$ cat src/verilog/fetch_settings.svh
`ifndef FETCH_SETTINGS_SVH
`define FETCH_SETTINGS_SVH

// the first sequential fetch goes to this address plus 4
`define FETCH_RESET_PC 32'h1c000000

// instruction memory geometry in 32-bit words
`define INST_SRAM_WORDS 256

// cycles from address acceptance to data_ok when the memory is idle
`define INST_SRAM_LATENCY 2

// instruction fetch address error
`define ECODE_ADEF 6'h8
`define ESUBCODE_ADEF 9'h0

`endif
$ cat src/verilog/fetch_pkg.sv
package fetch_pkg;

    typedef logic [31:0] pc_t;       // byte address
    typedef logic [31:0] inst_t;
    typedef logic [5:0]  ecode_t;
    typedef logic [8:0]  esubcode_t;

    // everything the later stages send back to fetch
    typedef struct packed {
        logic ex_flush;
        pc_t  ex_entry;
        logic ertn_flush;
        pc_t  ertn_entry;
        logic br_taken;
        pc_t  br_target;
        logic br_stall;    // branch unresolved in decode
        logic id_in_valid;
    } redirect_t;

    // read-only word requests on the sram-like bus
    typedef struct packed {
        logic req;
        pc_t  addr;
    } sram_req_t;

    typedef struct packed {
        logic  addr_ok;
        logic  data_ok;
        inst_t rdata;      // only meaningful while data_ok is high
    } sram_resp_t;

    // record handed to decode
    typedef struct packed {
        pc_t       pc;
        inst_t     inst;
        logic      inst_valid;
        logic      has_exception;
        ecode_t    ecode;
        esubcode_t esubcode;
    } fetch_out_t;

endpackage

$ cat src/verilog/fetch_stage.sv
`timescale 1ns/1ps
`include "fetch_settings.svh"

module fetch_stage import fetch_pkg::*; (
    input  logic       clk,
    input  logic       rst,
    input  redirect_t  redirect,
    input  logic       out_ready,
    output logic       out_valid,
    output fetch_out_t fetch_out,
    output logic       discard,
    output sram_req_t  sram_req,
    input  sram_resp_t sram_resp
);

    pc_t   pc_q;           // address of the most recently accepted fetch
    logic  inflight_q;
    logic  kill_q;
    logic  hold_valid_q;
    inst_t hold_inst_q;
    logic  redir_valid_q;
    pc_t   redir_pc_q;

    logic  flush;
    logic  redirect_now;
    logic  stall;
    logic  accept;
    logic  resp_good;
    logic  slot_free;
    logic  adef;
    pc_t   target_now;
    pc_t   seq_pc;
    pc_t   next_pc;

    assign flush        = redirect.ex_flush || redirect.ertn_flush;
    assign redirect_now = flush || redirect.br_taken;

    // exception entry beats exception return which beats a taken branch
    assign target_now = redirect.ex_flush   ? redirect.ex_entry   :
                        redirect.ertn_flush ? redirect.ertn_entry :
                        redirect.br_target;

    assign seq_pc = pc_q + 32'd4;

    // a redirect that could not issue right away is remembered in redir_pc_q
    assign next_pc = redirect_now  ? target_now :
                     redir_valid_q ? redir_pc_q :
                     seq_pc;

    assign stall = redirect.br_stall && redirect.id_in_valid && !flush;

    // one read in flight at a time, and nothing new while a word waits for decode
    assign sram_req.req  = !inflight_q && !hold_valid_q && !stall;
    assign sram_req.addr = {next_pc[31:2], 2'b00};

    assign accept    = sram_req.req && sram_resp.addr_ok;
    assign resp_good = sram_resp.data_ok && inflight_q && !kill_q && !redirect_now;
    assign slot_free = !out_valid || out_ready;
    assign adef      = pc_q[1:0] != 2'b00;

    // decode drops whatever it takes in this cycle and the wrong-path word never arrives
    assign discard = flush && (inflight_q || hold_valid_q || out_valid);

    always_ff @(posedge clk) begin
        if (rst) begin
            pc_q          <= `FETCH_RESET_PC;
            redir_valid_q <= 1'b0;
        end else if (accept) begin
            pc_q          <= next_pc;
            redir_valid_q <= 1'b0;
        end else if (redirect_now) begin
            redir_valid_q <= 1'b1;
        end
    end

    always_ff @(posedge clk) begin
        if (redirect_now && !accept) begin
            redir_pc_q <= target_now;
        end
    end

    always_ff @(posedge clk) begin
        if (rst) begin
            inflight_q <= 1'b0;
            kill_q     <= 1'b0;
        end else begin
            if (accept) begin
                inflight_q <= 1'b1;
            end else if (sram_resp.data_ok) begin
                inflight_q <= 1'b0;
            end
            if (sram_resp.data_ok) begin
                kill_q <= 1'b0;
            end else if (redirect_now && inflight_q) begin
                kill_q <= 1'b1;  // the read still owed by the memory is wrong-path
            end
        end
    end

    // the hold buffer catches a response while the record slot is still occupied
    always_ff @(posedge clk) begin
        if (rst) begin
            hold_valid_q <= 1'b0;
        end else if (redirect_now) begin
            hold_valid_q <= 1'b0;
        end else if (hold_valid_q && slot_free) begin
            hold_valid_q <= 1'b0;
        end else if (resp_good && !slot_free) begin
            hold_valid_q <= 1'b1;
        end
    end

    always_ff @(posedge clk) begin
        if (resp_good && !slot_free) begin
            hold_inst_q <= sram_resp.rdata;
        end
    end

    always_ff @(posedge clk) begin
        if (rst) begin
            out_valid <= 1'b0;
            fetch_out <= '0;
        end else if (redirect_now) begin
            out_valid               <= 1'b0;
            fetch_out.inst_valid    <= 1'b0;
            fetch_out.has_exception <= 1'b0;
        end else if (slot_free) begin
            if (hold_valid_q || resp_good) begin
                out_valid               <= 1'b1;
                fetch_out.pc            <= pc_q;
                fetch_out.inst          <= hold_valid_q ? hold_inst_q : sram_resp.rdata;
                fetch_out.inst_valid    <= 1'b1;
                fetch_out.has_exception <= adef;
                fetch_out.ecode         <= adef ? `ECODE_ADEF : 6'h0;
                fetch_out.esubcode      <= adef ? `ESUBCODE_ADEF : 9'h0;
            end else begin
                out_valid            <= 1'b0;
                fetch_out.inst_valid <= 1'b0;
            end
        end
    end

endmodule

$ cat config.mk
export PLATFORM = sky130hd
export DESIGN_NAME = fetch_stage
export DESIGN_NICKNAME = d
export VERILOG_FILES = /design/src/verilog/fetch_pkg.sv /design/src/verilog/fetch_stage.sv
export VERILOG_INCLUDE_DIRS = /design/src /design/src/verilog
export SDC_FILE = /design/constraint.sdc
export NUM_CORES = 1
export LEC_CHECK = 0
export BUFFER_PORTS_ARGS = -buffer_cell sky130_fd_sc_hd__clkbuf_2
export CORE_UTILIZATION = 29
export CTS_BUF_LIST = sky130_fd_sc_hd__clkbuf_4 sky130_fd_sc_hd__clkbuf_8
export CTS_CLUSTER_DIAMETER = 50
export CTS_CLUSTER_SIZE = 20
export DETAILED_ROUTE_END_ITERATION = 7
export PLACE_DENSITY_LB_ADDON = 0.1
export RECOVER_POWER = 50
export SETUP_SLACK_MARGIN = 0.3
export SLEW_MARGIN = 5
export SYNTH_ARGS = -nofsm -noshare
export SYNTH_HDL_FRONTEND = slang
export SYNTH_SLANG_ARGS = --single-unit
$ cat constraint.sdc
create_clock -name clk -period 3.4 [get_ports clk]
set_clock_uncertainty 0.05 [all_clocks]
set_input_delay 0.68 -clock clk [delete_from_list [all_inputs] [get_ports clk]]
set_output_delay 0.68 -clock clk [all_outputs]
set_load 0.1 [all_outputs]
Yosys cells after proc, flatten, opt, wreduce, memory -nomap -nowiden

Index checks and enable logic that the tools add are counted.

Register bits after elaboration: 172
Bits of input ports: 138
Output and inout bits: 116
Logic and storage cells: 59

Add/subtract/negate cells: 1
Muxes and demuxes: 9
Bitwise logic cells: 1
Reductions and logical operators: 36

Operators by type and width:

| cell                    | number |
|---|---|
| $mux W32                | 5 |
| $add A32 B3 Y32 const B | 1 |
| $logic_and A1 B1 Y1     | 13 |
| $logic_not A1 Y1        | 9 |
| $logic_or A1 B1 Y1      | 6 |
| $reduce_or A2 Y1        | 3 |
| $mux W4                 | 1 |
| $reduce_bool A2 Y1      | 2 |
| $mux W1                 | 3 |
| $reduce_and A3 Y1       | 1 |
| $reduce_or A3 Y1        | 1 |
| $reduce_and A2 Y1       | 1 |
| $not A1 Y1              | 1 |

Logic depth before layout (Yosys ltp)

Depth after elaboration: 8
Mapped depth: 9
Mapped depth without buffers: 6

Worst setup path before layout

Ideal clock, no wire load.

Path kind: input port to output port
Start point: in redirect[100] (netlist name)
End point: out sram_req[32] (netlist name)
Arrival: 3.913 ns
Required time: 2.670 ns
Setup slack: -1.243 ns
Stages on the path: 6
Path buffers: 4
Path through: buf_2 -> buf_2 -> buf_2 -> buf_1 -> nor2_1 -> a311oi_1

RTL lines:

| item        | line              | text |
|---|---|---|
| from (decl) | fetch_stage.sv:7  | `input redirect_t redirect,` |
| to (decl)   | fetch_stage.sv:12 | `output sram_req_t sram_req,` |

==> metrics.txt <==
clock sink total 167; crit-path max cell delay 470 ps; Total GRT Usage 0.180; Avg WL per Cell 17.8 um; met2 wire len 14.4 mm; Initial Utilization 0.297; unrepaired setup endpoints after global routing yes; combinational power share 0.239; Nets 1276; pre-CTS setup slack 247 ps; Mapped Cells 929; Post-Synth XOR/XNOR Area 0.0215; final instance area 11200 um2; DRT Pass-1 Iters 5; maxcap violations 0; Yosys top cell by area dfxtp_1; Via density 4.91; met3 WL 1.37 mm; hold_ws 339 ps; Starting DRT DRC Count 383; Pint 3.21 mW; total CTS buffers 17; switching portion of total power 0.359; Synth Flop Type dfxtp_1; Synth cell types 63; total power 5.02 mW; Final Setup Violations 0; Clk pin slew, worst setup/hold paths 120 ps; placed standard-cell area 10400 um2; CP max stage cell o21ai_0; Clk pwr share 0.313; compound-cell area share of the yosys netlist 0.180; main combinational cell family by area after synthesis compound AO/OA/AOI/OAI gates; # DRC 0; Final WS setup 281 ps; CP required 2670 ps; Worst Setup Path Type input port to primary output; Metal-1 WL 11.2 mm; vias in the first global route 7424; H-tree levels 4; layout cells sized above 1 0.268; cell mode on critical path buf_4; multiplexer share of the synthesized area 0.0786; Util after Layout 0.387; Core Region 28900 um2; area added between synthesis and finish 30.4%; outcome completed; clock root buffer clkbuf_8; row count 62; Final Hold Fails 0; top-level I/O count 254; die area 30200 um2; pin count of the biggest net entering global routing 99; sequential share of the synthesized area 0.465; Worst Max-Slew Pin Slew 1250 ps; Filler Cell Count 3052; crit share post-route 0.917; worst-path cell chain clkbuf_1 > buf_4 > buf_4 > a21oi_1 > o21ai_0 > buf_12; placed cells 1480; first-pass GRT wire length 42.2 mm; Avg Inst Size Synth 9.22 um2; Area contributors post-synth dfxtp_1 24%, edfxtp_1 22%, mux2i_1 7.6%; hpwl dp 19.4 mm; Hold Crit Class input port to flip-flop; maximum VDD drop 0.229 mV; Period minus WS final 3120 ps; maximum clock frequency 0.321 GHz; IO buf count 237; PD cells 449 nW/um2; asr flop ratio synth 0; later-pin clock latency in the skew report 470 ps; CTS tree done; sw power 1.80 mW; Synth Area in Adders 0.00146; remaining antenna violation count 0; Reg power frac 0.448; CP Max Fanout 27; Die Wd 174 um; Final Wtd Congestion 0.820; Yosys warnings 0; Post-synth EDFFs 64; initial antenna violation count 1; CP arrival 2390 ps; top layer in use met5; post-synthesis register bit count 167; P_leak 4.17 nW; total negative slack 0 ps; GRT overflow 0; diode count 0; clock tree buffer depth 2; Worst Setup Start Kind input port; Post-Layout Cell Count 1534; mapped cell area 8560 um2; final WL 27.3 mm; Synth Area in Simple Gates 0.170; via count 7534; Slew headroom 0.170; Slew Limit Fails 0; Die Ht 174 um; Synth top area share 0.241; crit end category primary output
-- Yosys cell counts, drive strengths merged, types with 3 or more instances --
cell and instances:
o21ba 4, xnor2 10, o31ai 3, a211oi 38
o31a 4, dfxtp 103, edfxtp 64, o211ai 13
mux2i 65, and3 20, nor2 58, a21oi 69
buf 80, nand2b 9, xor2 11, o21a 7
nor2b 3, and4 8, or3 6, nor4 6
nand2 139, o21ai 64, a31oi 11, nor3 11
nand3 19, or4 4, a21o 5, clkbuf 42
inv 8, a221o 4, nand4 11
-- area by class of cell --
| class | count | area (um2) | area share |
|---|---|---|---|
| clock buffer | 17 | 234 | 0.0210 |
| clock inverter | 15 | 223 | 0.0199 |
| inverter | 8 | 30.0 | 0.00269 |
| multi-input combinational | 648 | 4120 | 0.369 |
| sequential | 167 | 4020 | 0.360 |
| tap | 384 | 480 | 0.0430 |
| timing repair buffer | 295 | 2060 | 0.184 |
-- power by group through the flow --
stage	clock network [mW]	logic (mW)	registers (mW)
2_1_floorplan	0	0.777	2.30
3_3_place_gp	0	1.18	2.29
3_5_place_dp	0	1.18	2.29
4_1_cts	1.63	1.21	2.24
5_1_grt	1.71	1.27	2.26
6_report	1.57	1.20	2.25
-- registers in the layout, summed over array words and instances, names as in the netlist --
signal	flops
pc_q	32
hold_inst_q	32
fetch_out	67
redir_valid_q	1
redir_pc_q	32
inflight_q	1
kill_q	1
hold_valid_q	1
-- cell families (layout without fill, tap and decap cells) --
logic type      count (synthesis)  count (layout)
mux                            67              67
fa+ha+maj                       1               1
simple gates                  299             300
xor+xnor                       21              21
other cells                     1              16
compound gates                243             243
buf+inv                       130             335
flops                         167             167
-- critical path: cells and delay by family --
family,cells,cell delay (ps)
buf+inv,4,1110
compound gates,2,600
-- path summary, 6_finish.rpt --
path	from	endpoint	slack, ps	cells after the start
hold / removal	sram_resp[1]	hold_inst_q[1]	340	1
setup / recovery	redirect[100]	sram_req[4]	280	6
setup reg to reg	inflight_q	pc_q[12]	1010	6
hold reg to reg	fetch_out[76]	fetch_out[76]	410	2
-- per-layer routing --
metal	up-vias	global-route usage
met5	-	0
met4	2	0.0486
met3	23	0.0414
met2	208	0.327
met1	3585	0.209
li1	3716	-
-- placed cells by master, fill, tap and decap left out, types with 17 or more instances in the layout --
master / count
clkbuf_1: 91
nor2_1: 55
mux2i_1: 64
o21ai_0: 53
nand3_1: 18
and3_1: 19
clkbuf_8: 17
dfxtp_1: 81
dfxtp_2: 18
buf_4: 45
buf_12: 36
nand2_1: 137
clkbuf_2: 118
a211oi_1: 38
edfxtp_1: 64
a21oi_1: 69
-- timing repair --
| action | CTS | global route |
|---|---|---|
| pin swaps | 13 | 16 |
| hold buffers | 0 | 0 |
| gates resized for setup | 54 | 31 |
| cloned | 2 | 0 |
| setup buffers | 9 | 11 |
| endpoints found under the setup margin | 24 | 23 |
Power figures use the tool's default switching activity.
